[config.mk]
export PLATFORM = sky130hd
export DESIGN_NAME = ifu_top
export DESIGN_NICKNAME = d
export VERILOG_FILES = /design/src/rtl/ifu_pkg.sv /design/src/rtl/fetch_fifo.sv /design/src/rtl/if_id_reg.sv /design/src/rtl/ifu_top.sv /design/src/rtl/pc_select.sv /design/src/rtl/prefetch_ctrl.sv
export SDC_FILE = /design/constraint.sdc
export NUM_CORES = 1
export LEC_CHECK = 0
export ABC_AREA = 1
export BUFFER_PORTS_ARGS = -buffer_cell sky130_fd_sc_hd__buf_2
export CAP_MARGIN = 20
export CORE_MARGIN = 3
export CORE_UTILIZATION = 59
export DETAILED_ROUTE_END_ITERATION = 16
export PLACE_DENSITY_LB_ADDON = 0.1
export SYNTH_ARGS = -nofsm -noshare
export SYNTH_HDL_FRONTEND = slang
export SYNTH_SLANG_ARGS = --single-unit
[constraint.sdc]
create_clock -name clk_i -period 12.7 [get_ports clk_i]
set_input_delay 0.635 -clock clk_i [delete_from_list [all_inputs] [get_ports clk_i]]
set_output_delay 0.635 -clock clk_i [all_outputs]
set_load 0.02 [all_outputs]
[src/rtl/ifu_pkg.sv]
// instruction fetch unit package
// widths, fixed entry addresses, next-pc selectors
// and the structs passed between the fetch blocks
package ifu_pkg;

  ////////////////////////////////////////
  // widths and fixed addresses
  ////////////////////////////////////////

  // data and address width
  localparam int unsigned XLEN = 32;
  // low bits forced to zero on the boot and mtvec base
  localparam int unsigned BOOT_ALIGN_BITS = 8;

  // debug module entry points
  localparam logic [XLEN-1:0] DM_HALT_ADDR = 32'h1A11_0800;
  localparam logic [XLEN-1:0] DM_EXC_ADDR  = 32'h1A11_0808;

  // entries per prefetch buffer, also the limit on requests in flight
  localparam int unsigned FIFO_DEPTH = 2;
  localparam int unsigned PTR_W      = (FIFO_DEPTH > 1) ? $clog2(FIFO_DEPTH) : 1;
  localparam int unsigned CNT_W      = $clog2(FIFO_DEPTH + 1);

  typedef logic [PTR_W-1:0] ptr_t;
  typedef logic [CNT_W-1:0] cnt_t;
  // one extra bit so two counts can be added without overflow
  typedef logic [CNT_W:0]   sum_t;

  ////////////////////////////////////////
  // selectors
  ////////////////////////////////////////

  // source of the next fetch address
  typedef enum logic [2:0] {
    PC_BOOT = 3'd0,
    PC_JUMP = 3'd1,
    PC_EXC  = 3'd2,
    PC_ERET = 3'd3,
    PC_DRET = 3'd4
  } pc_sel_e;

  // exception target
  typedef enum logic [1:0] {
    EXC_PC_EXC     = 2'd0,
    EXC_PC_IRQ     = 2'd1,
    EXC_PC_DBD     = 2'd2,
    EXC_PC_DBG_EXC = 2'd3
  } exc_pc_sel_e;

  // top bit marks an interrupt, low bits carry the interrupt id
  typedef struct packed {
    logic       irq;
    logic [4:0] id;
  } exc_cause_t;

  // csr values the fetch unit jumps to
  typedef struct packed {
    logic [XLEN-1:0] mepc;
    logic [XLEN-1:0] depc;
    logic [XLEN-1:0] mtvec;
  } csr_pc_t;

  // one returned word with its address and bus error
  typedef struct packed {
    logic [XLEN-1:0] rdata;
    logic [XLEN-1:0] addr;
    logic            err;
  } fetch_entry_t;

  // content of the IF-ID register
  typedef struct packed {
    logic [XLEN-1:0] instr;
    logic [XLEN-1:0] pc;
    logic            fetch_err;
  } if_id_t;

endpackage

[src/rtl/fetch_fifo.sv]
// small circular FIFO with a type parameter for the payload
// flush empties it in one cycle, a push in the same cycle still lands
module fetch_fifo #(
  parameter type entry_t = logic [ifu_pkg::XLEN-1:0]
) (
  input  logic          clk_i,
  input  logic          rst_ni,
  input  logic          flush_i,
  input  logic          push_i,
  input  entry_t        push_data_i,
  input  logic          pop_i,
  output entry_t        pop_data_o,
  output logic          empty_o,
  output logic          full_o,
  output ifu_pkg::cnt_t count_o
);
  import ifu_pkg::*;

  entry_t mem_q [FIFO_DEPTH];
  ptr_t   wr_ptr_q;
  ptr_t   rd_ptr_q;
  ptr_t   wr_idx;
  cnt_t   count_q;
  logic   push_ok;
  logic   pop_ok;

  // wrap at the buffer depth, also for depths that are not a power of two
  function automatic ptr_t ptr_inc(input ptr_t ptr);
    ptr_t nxt;
    if (ptr == ptr_t'(FIFO_DEPTH - 1)) begin
      nxt = '0;
    end else begin
      nxt = ptr + 1'b1;
    end
    return nxt;
  endfunction

  assign empty_o    = (count_q == '0);
  assign full_o     = (count_q == cnt_t'(FIFO_DEPTH));
  assign count_o    = count_q;
  assign pop_data_o = mem_q[rd_ptr_q];

  // a pop frees its slot for a push in the same cycle
  assign pop_ok  = pop_i & ~empty_o & ~flush_i;
  assign push_ok = push_i & (flush_i | ~full_o | pop_ok);
  // after a flush the write restarts at slot 0
  assign wr_idx  = flush_i ? '0 : wr_ptr_q;

  always_ff @(posedge clk_i or negedge rst_ni) begin
    if (!rst_ni) begin
      wr_ptr_q <= '0;
      rd_ptr_q <= '0;
      count_q  <= '0;
    end else if (flush_i) begin
      rd_ptr_q <= '0;
      wr_ptr_q <= push_ok ? ptr_inc('0) : '0;
      count_q  <= cnt_t'(push_ok);
    end else begin
      if (push_ok) begin
        wr_ptr_q <= ptr_inc(wr_ptr_q);
      end
      if (pop_ok) begin
        rd_ptr_q <= ptr_inc(rd_ptr_q);
      end
      count_q <= count_q + cnt_t'(push_ok) - cnt_t'(pop_ok);
    end
  end

  // storage
  always_ff @(posedge clk_i) begin
    if (push_ok) begin
      mem_q[wr_idx] <= push_data_i;
    end
  end

endmodule

[src/rtl/if_id_reg.sv]
// IF-ID pipeline register
// holds the instruction for ID with its valid and new flags
module if_id_reg (
  input  logic                  clk_i,
  input  logic                  rst_ni,
  input  logic                  fetch_valid_i,
  input  ifu_pkg::fetch_entry_t fetch_i,
  output logic                  fetch_ready_o,
  input  logic                  id_in_ready_i,
  input  logic                  pc_set_i,
  input  logic                  instr_valid_clear_i,
  output logic                  instr_valid_id_o,
  output logic                  instr_new_id_o,
  output ifu_pkg::if_id_t       if_id_o
);
  import ifu_pkg::*;

  logic   accept;
  logic   valid_d, valid_q;
  logic   new_q;
  if_id_t if_id_d, if_id_q;

  // ID takes a word whenever it is ready
  assign fetch_ready_o = id_in_ready_i;
  assign accept        = fetch_valid_i & id_in_ready_i;

  // register content from the head of the word buffer
  assign if_id_d.instr     = fetch_i.rdata;
  assign if_id_d.pc        = fetch_i.addr;
  assign if_id_d.fetch_err = fetch_i.err;

  // a redirect in the same cycle squashes the incoming word
  // otherwise valid holds until ID clears it
  assign valid_d = (accept & ~pc_set_i) | (valid_q & ~instr_valid_clear_i);

  always_ff @(posedge clk_i or negedge rst_ni) begin
    if (!rst_ni) begin
      valid_q <= 1'b0;
      new_q   <= 1'b0;
    end else begin
      valid_q <= valid_d;
      // one cycle pulse per accepted word
      new_q   <= accept;
    end
  end

  // frozen while ID stalls
  always_ff @(posedge clk_i or negedge rst_ni) begin
    if (!rst_ni) begin
      if_id_q <= '0;
    end else if (accept) begin
      if_id_q <= if_id_d;
    end
  end

  assign instr_valid_id_o = valid_q;
  assign instr_new_id_o   = new_q;
  assign if_id_o          = if_id_q;

endmodule

[src/rtl/ifu_top.sv]
// instruction fetch unit top level
// pc selection, prefetch control and the IF-ID register
module ifu_top (
  input  logic                                 clk_i,
  input  logic                                 rst_ni,
  input  logic                 [ifu_pkg::XLEN-1:0] boot_addr_i,
  input  logic                                 req_i,
  input  logic                                 pc_set_i,
  input  ifu_pkg::pc_sel_e                     pc_mux_i,
  input  ifu_pkg::exc_pc_sel_e                 exc_pc_mux_i,
  input  ifu_pkg::exc_cause_t                  exc_cause_i,
  input  logic                 [ifu_pkg::XLEN-1:0] branch_target_i,
  input  ifu_pkg::csr_pc_t                     csr_pc_i,
  input  logic                                 id_in_ready_i,
  input  logic                                 instr_valid_clear_i,
  // instruction bus
  output logic                                 instr_req_o,
  output logic                 [ifu_pkg::XLEN-1:0] instr_addr_o,
  input  logic                                 instr_gnt_i,
  input  logic                                 instr_rvalid_i,
  input  logic                 [ifu_pkg::XLEN-1:0] instr_rdata_i,
  input  logic                                 instr_err_i,
  // towards csr and ID
  output logic                                 csr_mtvec_init_o,
  output logic                                 instr_valid_id_o,
  output logic                                 instr_new_id_o,
  output ifu_pkg::if_id_t                      if_id_o,
  output logic                 [ifu_pkg::XLEN-1:0] pc_if_o,
  output logic                                 if_busy_o
);
  import ifu_pkg::*;

  logic            branch;
  logic [XLEN-1:0] fetch_addr;
  logic            fetch_valid;
  logic            fetch_ready;
  fetch_entry_t    fetch;

  // next address
  pc_select pc_select_i (
    .boot_addr_i     (boot_addr_i),
    .pc_set_i        (pc_set_i),
    .pc_mux_i        (pc_mux_i),
    .exc_pc_mux_i    (exc_pc_mux_i),
    .exc_cause_i     (exc_cause_i),
    .branch_target_i (branch_target_i),
    .csr_pc_i        (csr_pc_i),
    .fetch_addr_o    (fetch_addr),
    .branch_o        (branch),
    .csr_mtvec_init_o(csr_mtvec_init_o)
  );

  // bus side and word buffer
  prefetch_ctrl prefetch_ctrl_i (
    .clk_i         (clk_i),
    .rst_ni        (rst_ni),
    .req_i         (req_i),
    .branch_i      (branch),
    .branch_addr_i (fetch_addr),
    .instr_req_o   (instr_req_o),
    .instr_addr_o  (instr_addr_o),
    .instr_gnt_i   (instr_gnt_i),
    .instr_rvalid_i(instr_rvalid_i),
    .instr_rdata_i (instr_rdata_i),
    .instr_err_i   (instr_err_i),
    .fetch_valid_o (fetch_valid),
    .fetch_o       (fetch),
    .fetch_ready_i (fetch_ready),
    .busy_o        (if_busy_o)
  );

  // hand over to ID
  if_id_reg if_id_reg_i (
    .clk_i              (clk_i),
    .rst_ni             (rst_ni),
    .fetch_valid_i      (fetch_valid),
    .fetch_i            (fetch),
    .fetch_ready_o      (fetch_ready),
    .id_in_ready_i      (id_in_ready_i),
    .pc_set_i           (pc_set_i),
    .instr_valid_clear_i(instr_valid_clear_i),
    .instr_valid_id_o   (instr_valid_id_o),
    .instr_new_id_o     (instr_new_id_o),
    .if_id_o            (if_id_o)
  );

  // pc of the word at the head of the buffer
  assign pc_if_o = fetch.addr;

endmodule

[src/rtl/pc_select.sv]
// next fetch address selection
// exception vector mux, main pc mux and the mtvec init strobe
module pc_select (
  input  logic                     [ifu_pkg::XLEN-1:0] boot_addr_i,
  input  logic                                         pc_set_i,
  input  ifu_pkg::pc_sel_e                             pc_mux_i,
  input  ifu_pkg::exc_pc_sel_e                         exc_pc_mux_i,
  input  ifu_pkg::exc_cause_t                          exc_cause_i,
  input  logic                     [ifu_pkg::XLEN-1:0] branch_target_i,
  input  ifu_pkg::csr_pc_t                             csr_pc_i,
  output logic                     [ifu_pkg::XLEN-1:0] fetch_addr_o,
  output logic                                         branch_o,
  output logic                                         csr_mtvec_init_o
);
  import ifu_pkg::*;

  logic [XLEN-1:0] boot_base;
  logic [XLEN-1:0] mtvec_base;
  logic [XLEN-1:0] irq_offset;
  logic [XLEN-1:0] exc_pc;
  logic [XLEN-1:0] next_pc;

  // boot and trap bases are 256 byte aligned
  assign boot_base  = {boot_addr_i[XLEN-1:BOOT_ALIGN_BITS], {BOOT_ALIGN_BITS{1'b0}}};
  assign mtvec_base = {csr_pc_i.mtvec[XLEN-1:BOOT_ALIGN_BITS], {BOOT_ALIGN_BITS{1'b0}}};

  // vectored mode, one word per interrupt id
  assign irq_offset = XLEN'({exc_cause_i.id, 2'b00});

  // exception target
  always_comb begin
    unique case (exc_pc_mux_i)
      EXC_PC_EXC:     exc_pc = mtvec_base;
      EXC_PC_IRQ:     exc_pc = mtvec_base + irq_offset;
      EXC_PC_DBD:     exc_pc = DM_HALT_ADDR;
      EXC_PC_DBG_EXC: exc_pc = DM_EXC_ADDR;
      default:        exc_pc = mtvec_base;
    endcase
  end

  // next fetch address
  always_comb begin
    unique case (pc_mux_i)
      PC_BOOT: next_pc = boot_base;
      PC_JUMP: next_pc = branch_target_i;
      PC_EXC:  next_pc = exc_pc;
      // return from trap
      PC_ERET: next_pc = csr_pc_i.mepc;
      // return from debug mode
      PC_DRET: next_pc = csr_pc_i.depc;
      default: next_pc = boot_base;
    endcase
  end

  // only full words are fetched
  assign fetch_addr_o = {next_pc[XLEN-1:2], 2'b00};
  assign branch_o     = pc_set_i;

  // mtvec takes its reset value from the boot address
  assign csr_mtvec_init_o = pc_set_i & (pc_mux_i == PC_BOOT);

endmodule

[src/rtl/prefetch_ctrl.sv]
// prefetch control for the instruction bus
// issues requests, tracks them in flight, drops stale responses
// and buffers returned words for the IF-ID register
module prefetch_ctrl (
  input  logic                                  clk_i,
  input  logic                                  rst_ni,
  input  logic                                  req_i,
  input  logic                                  branch_i,
  input  logic              [ifu_pkg::XLEN-1:0] branch_addr_i,
  output logic                                  instr_req_o,
  output logic              [ifu_pkg::XLEN-1:0] instr_addr_o,
  input  logic                                  instr_gnt_i,
  input  logic                                  instr_rvalid_i,
  input  logic              [ifu_pkg::XLEN-1:0] instr_rdata_i,
  input  logic                                  instr_err_i,
  output logic                                  fetch_valid_o,
  output ifu_pkg::fetch_entry_t                 fetch_o,
  input  logic                                  fetch_ready_i,
  output logic                                  busy_o
);
  import ifu_pkg::*;

  logic [XLEN-1:0] addr_q, addr_d, addr_base;
  logic [XLEN-1:0] hold_addr_q;
  logic [XLEN-1:0] pending_addr;
  logic            req_hold_q, stale_q;
  logic            cur_stale, room;
  logic            gnt_kept, gnt_stale;
  logic            rsp_drop, rsp_keep;
  cnt_t            discard_q, discard_d;
  cnt_t            pending_cnt, fetched_cnt;
  sum_t            inflight_cnt, buffered_cnt;
  logic            pending_empty, fetched_empty;
  fetch_entry_t    fetched_in;

  ////////////////////////////////////////
  // request issue
  ////////////////////////////////////////

  // all requests on the bus, kept or owed to a squashed stream
  assign inflight_cnt = {1'b0, pending_cnt} + {1'b0, discard_q};
  // slots a response may still need, both buffers are flushed on a branch
  assign buffered_cnt = branch_i ? '0 : ({1'b0, pending_cnt} + {1'b0, fetched_cnt});
  assign room = (inflight_cnt < sum_t'(FIFO_DEPTH)) & (buffered_cnt < sum_t'(FIFO_DEPTH));

  // an ungranted request keeps its address whatever happens upstream
  assign instr_req_o  = req_hold_q | (req_i & room);
  assign addr_base    = branch_i ? branch_addr_i : addr_q;
  assign instr_addr_o = req_hold_q ? hold_addr_q : addr_base;

  // the held request belongs to the old stream once a branch has been seen
  assign cur_stale = req_hold_q & (stale_q | branch_i);
  assign gnt_kept  = instr_req_o & instr_gnt_i & ~cur_stale;
  assign gnt_stale = instr_req_o & instr_gnt_i & cur_stale;

  // next address steps by one word per kept grant
  assign addr_d = gnt_kept ? addr_base + XLEN'(4) : addr_base;

  ////////////////////////////////////////
  // responses
  ////////////////////////////////////////

  // responses come back in order, so owed ones always arrive first
  assign rsp_drop = instr_rvalid_i & ((discard_q != '0) | branch_i);
  assign rsp_keep = instr_rvalid_i & ~rsp_drop;

  // on a branch every kept request in flight turns into one to drop
  assign discard_d = discard_q + (branch_i ? pending_cnt : '0) + cnt_t'(gnt_stale)
                     - cnt_t'(rsp_drop);

  assign fetched_in.rdata = instr_rdata_i;
  assign fetched_in.addr  = pending_addr;
  assign fetched_in.err   = instr_err_i;

  always_ff @(posedge clk_i or negedge rst_ni) begin
    if (!rst_ni) begin
      addr_q     <= '0;
      req_hold_q <= 1'b0;
      stale_q    <= 1'b0;
      discard_q  <= '0;
    end else begin
      addr_q     <= addr_d;
      req_hold_q <= instr_req_o & ~instr_gnt_i;
      stale_q    <= cur_stale & ~instr_gnt_i;
      discard_q  <= discard_d;
    end
  end

  // address of the request waiting for its grant
  always_ff @(posedge clk_i) begin
    if (instr_req_o & ~instr_gnt_i) begin
      hold_addr_q <= instr_addr_o;
    end
  end

  // addresses of kept requests still waiting for data
  fetch_fifo #(
    .entry_t(logic [XLEN-1:0])
  ) pending_addr_q (
    .clk_i      (clk_i),
    .rst_ni     (rst_ni),
    .flush_i    (branch_i),
    .push_i     (gnt_kept),
    .push_data_i(instr_addr_o),
    .pop_i      (rsp_keep),
    .pop_data_o (pending_addr),
    .empty_o    (pending_empty),
    .full_o     (),
    .count_o    (pending_cnt)
  );

  // returned words waiting for ID
  fetch_fifo #(
    .entry_t(fetch_entry_t)
  ) fetched_q (
    .clk_i      (clk_i),
    .rst_ni     (rst_ni),
    .flush_i    (branch_i),
    .push_i     (rsp_keep),
    .push_data_i(fetched_in),
    .pop_i      (fetch_valid_o & fetch_ready_i),
    .pop_data_o (fetch_o),
    .empty_o    (fetched_empty),
    .full_o     (),
    .count_o    (fetched_cnt)
  );

  assign fetch_valid_o = ~fetched_empty;
  assign busy_o        = ~pending_empty | (discard_q != '0);

endmodule

==> impl_metrics.yaml <==
status:
  outcome: "finished clean"
placement:
  dpl.hpwl_mm: 29.8
  place_congestion: 0.953
  pre_cts_slack_ns: 8.08
  dp.cells: 2229
  portBuffers: 322
yosys:
  async_flop_share_pct: 32.9
  ys_ff_latch: 337
  ys_warn_count: 0
  syn-instance-count: 1670
  dominantRegCellSynth: "edfxtp_1"
  syn_area_mm2: 0.0159
  synth_area_per_cell_um2: 9.53
  ys_types: 44
  syn-num-nets: 1891
  synth_edf_count: 226
  seq_area_frac_synth_pct: 60.1
sta:
  fin_crit_sh_pct: 31.9
  hold_violations: 0
  rsz0062_at_grt: "no"
  relSlewSlack_pct: 36.7
  holdWs_ns: 0.188
  fin_worst_skew_ns: 0.0114
  setup_tns_ns: 0
  fmax_mhz: 247
  layout_min_cycle_time_ns: 4.05
  slew_viol_final: 0
  tightest_slew_ns: 0.941
  layout_setup_ws_ns: 8.65
  setup_viol: 0
global_routing:
  grt_overflow_total: 0
  grt_pass1_vias: 12002
  grt_max_degree: 82
  grt_antenna_before_repair: 0
  grt_pass1_wl_mm: 64.4
  grt_use_total_pct: 28.6
pwr:
  p_seq_share_pct: 42.1
  p_int_uw: 2440
  power.clock.fraction_pct: 26.1
  ir_drop_mv: 0.191
  p_leak_uw: 0.00820
  p_per_area_mw_per_mm2: 204
  combPwrFrac_pct: 31.8
  power_uw: 3800
  power.switching_uw: 1360
  p_sw_share_pct: 35.8
cts:
  cts_buffers: 34
  clk_latency_ns: 0.51
  cts_setup_buffers: 0
  cts_resized: 0
  ctsHoldBuffers: 0
  cts_tree: "built"
  path_clk_slew_ns: 0.06
  clk_path_buf_depth: 3
  root_buffer: "clkbuf_16"
  cts_max_level: 2
  cts_sinks: 337
floorplanning:
  fp.dieW_um: 170
  die_height_um: 170
  io_pins: 346
  rows: 59
  initial_core_util_pct: 60.6
  die_area_mm2: 0.0290
  floorplan.core_area_mm2: 0.0263
routing:
  drc_errors: 0
  first_pass_iters: 5
  viasPerCell: 5.44
  drtIter0Drc: 1010
  via_count: 12468
  ant_nets: 0
  avgRoutedWirePerCell_um: 18.3
  wl_mm: 42.0
finish:
  antenna_cells: 0
  drive_gt1_share_pct: 24.7
  area_delta_synth_final_pct: 17.2
  final_common_cell: "nand2_1"
  layout.nets: 2154
  final-instance-count-excl-fill: 2294
  nFillCells: 2035
  multi_input_area_mm2: 0.00539
  seqCellArea_mm2: 0.00957
  final_cell_mix: "519 x nand2_1, 321 x buf_2, 226 x edfxtp_1, 208 x nor2_1, 114 x nand3_1"
worst_setup_path:
  path_buf_inv: 3
  endpoint_kind: "output pin"
  crit_type: "input pin to output pin"
  cpMaxStageDelayCell: "buf_2"
  max_stage_delay_ns: 0.66
  worstPathRequired_ns: 12.06
  path_max_fanout: 42
  reg2reg_to: "prefetch_ctrl_i.pending_addr_q.count_o[1]"
  r2r_start: "prefetch_ctrl_i.pending_addr_q.count_o[1]"
  arrival_ns: 3.42
  start_kind: "input pin"
  r2r_setup_slack_ns: 8.98
  cp_top_family: "simple AND/OR/NAND/NOR gates"
  crit_chain: "buf_2 > nor2_4 > nand2_2 > nand3_1 > nand3_1 > nor2_1 > nor2_1 > inv_1 > o21ai_0 > buf_2"
  reg2reg_depth: 13
hold_path:
  hp-class: "input pin to asynchronous set/reset pin"
run:
  cap_violations: 0
==> cells in the mapped netlist (5+ instances only) <==
library cell	count	area share, %
nand2_1	519	12
edfxtp_1	226	43
nor2_1	210	5.0
nand3_1	114	3.6
dfrtp_1	111	17
inv_1	87	2.1
a31oi_1	70	2.8
clkbuf_1	45	1.1
buf_4	39	1.8
o21ai_0	36	1.1
nand4_1	29	1.1
nand2_2	21	0.83
nor2_2	20	0.79
xor2_1	18	0.99
buf_2	16	0.50
nor2_4	16	1.1
nand3_2	12	0.75
o21bai_1	9	0.42
a21oi_1	8	0.25
inv_2	7	0.17
ha_1	6	0.47
nor3_1	6	0.19
buf_6	5	0.35
o21ai_1	5	0.16
==> power by group through the flow <==
| stage | registers (µW) | logic [µW] | clock network, µW |
|---|---|---|---|
| after floorplan | 1750 | 663 | 0 |
| after global placement | 1610 | 1160 | 0 |
| after detailed placement | 1620 | 1190 | 0 |
| after CTS | 1600 | 1200 | 1000 |
| after global routing | 1620 | 1330 | 1040 |
| final | 1600 | 1210 | 990 |
==> cell families (layout without fill, tap and decap cells) <==
kind of cell | Yosys count | in the layout | share of synthesized area, %
AO/OA/AOI/OAI | 136 | 136 | 5.17
XOR/XNOR | 22 | 22 | 1.21
adder cells (fa/ha/maj) | 9 | 9 | 0.849
buffers and inverters | 208 | 497 | 6.36
flip-flops | 337 | 337 | 60.1
AND/OR/NAND/NOR | 958 | 958 | 26.3
==> state kept, by name (all words and copies together), names as in the netlist, 2 cells and up <==
signal,cells
prefetch_ctrl_i.fetched_q.count_o,2
prefetch_ctrl_i.pending_addr_q.mem_q,64
if_id_reg_i.if_id_o,65
prefetch_ctrl_i.addr_q,32
prefetch_ctrl_i.hold_addr_q,32
prefetch_ctrl_i.pending_addr_q.count_o,2
prefetch_ctrl_i.discard_q,2
prefetch_ctrl_i.fetched_q.mem_q,130
==> worst register-to-register path, delay by kind of cell (launching register included) <==
kind,cells,cell delay [ns]
xor+xnor,1,0.14
buf+inv,3,0.84
fa+ha+maj,3,1.05
flops,1,0.51
simple gates,4,0.43
compound gates,2,0.62
==> through the flow <==
step	util [%]	area (µm²)
after detailed placement	66.5	17500
after CTS	70.7	18600
after floorplan	-	15900
after global routing	71.0	18700
after global placement	66.4	17400
final	71.0	18700
==> worst max-delay path by stage <==
stage / to / from / slack, ns / cells after the start
floorplan: prefetch_ctrl_i.fetched_q.mem_q[0][0] / pc_set_i / 7.28 / 6
detailed placement: prefetch_ctrl_i.pending_addr_q.mem_q[0][13] / pc_set_i / 8.08 / 11
finish: instr_addr_o[28] / pc_mux_i[0] / 8.65 / 10
global route: instr_addr_o[18] / pc_mux_i[0] / 8.41 / 10
global placement: prefetch_ctrl_i.pending_addr_q.mem_q[0][13] / pc_set_i / 8.23 / 11
CTS: prefetch_ctrl_i.pending_addr_q.mem_q[0][15] / pc_set_i / 8.62 / 11
==> layer usage <==
layer	wire length, µm	track usage [%]	part of all wire [%]
met1	17100	37.6	41
met2	20300	47.7	48
met3	2830	4.16	6.7
met4	1900	12.7	4.5
met5	0	0	0
==> layout make-up <==
| class | count | share of cell area (%) |
|---|---|---|
| sequential | 337 | 51.3 |
| multi-input combinational | 1125 | 28.9 |
| timing repair buffer | 336 | 9.57 |
| clock buffer | 51 | 5.29 |
| tap | 335 | 2.25 |
| inverter | 99 | 2.03 |
| clock inverter | 11 | 0.698 |
No activity file was read; power rests on OpenSTA's default activity.
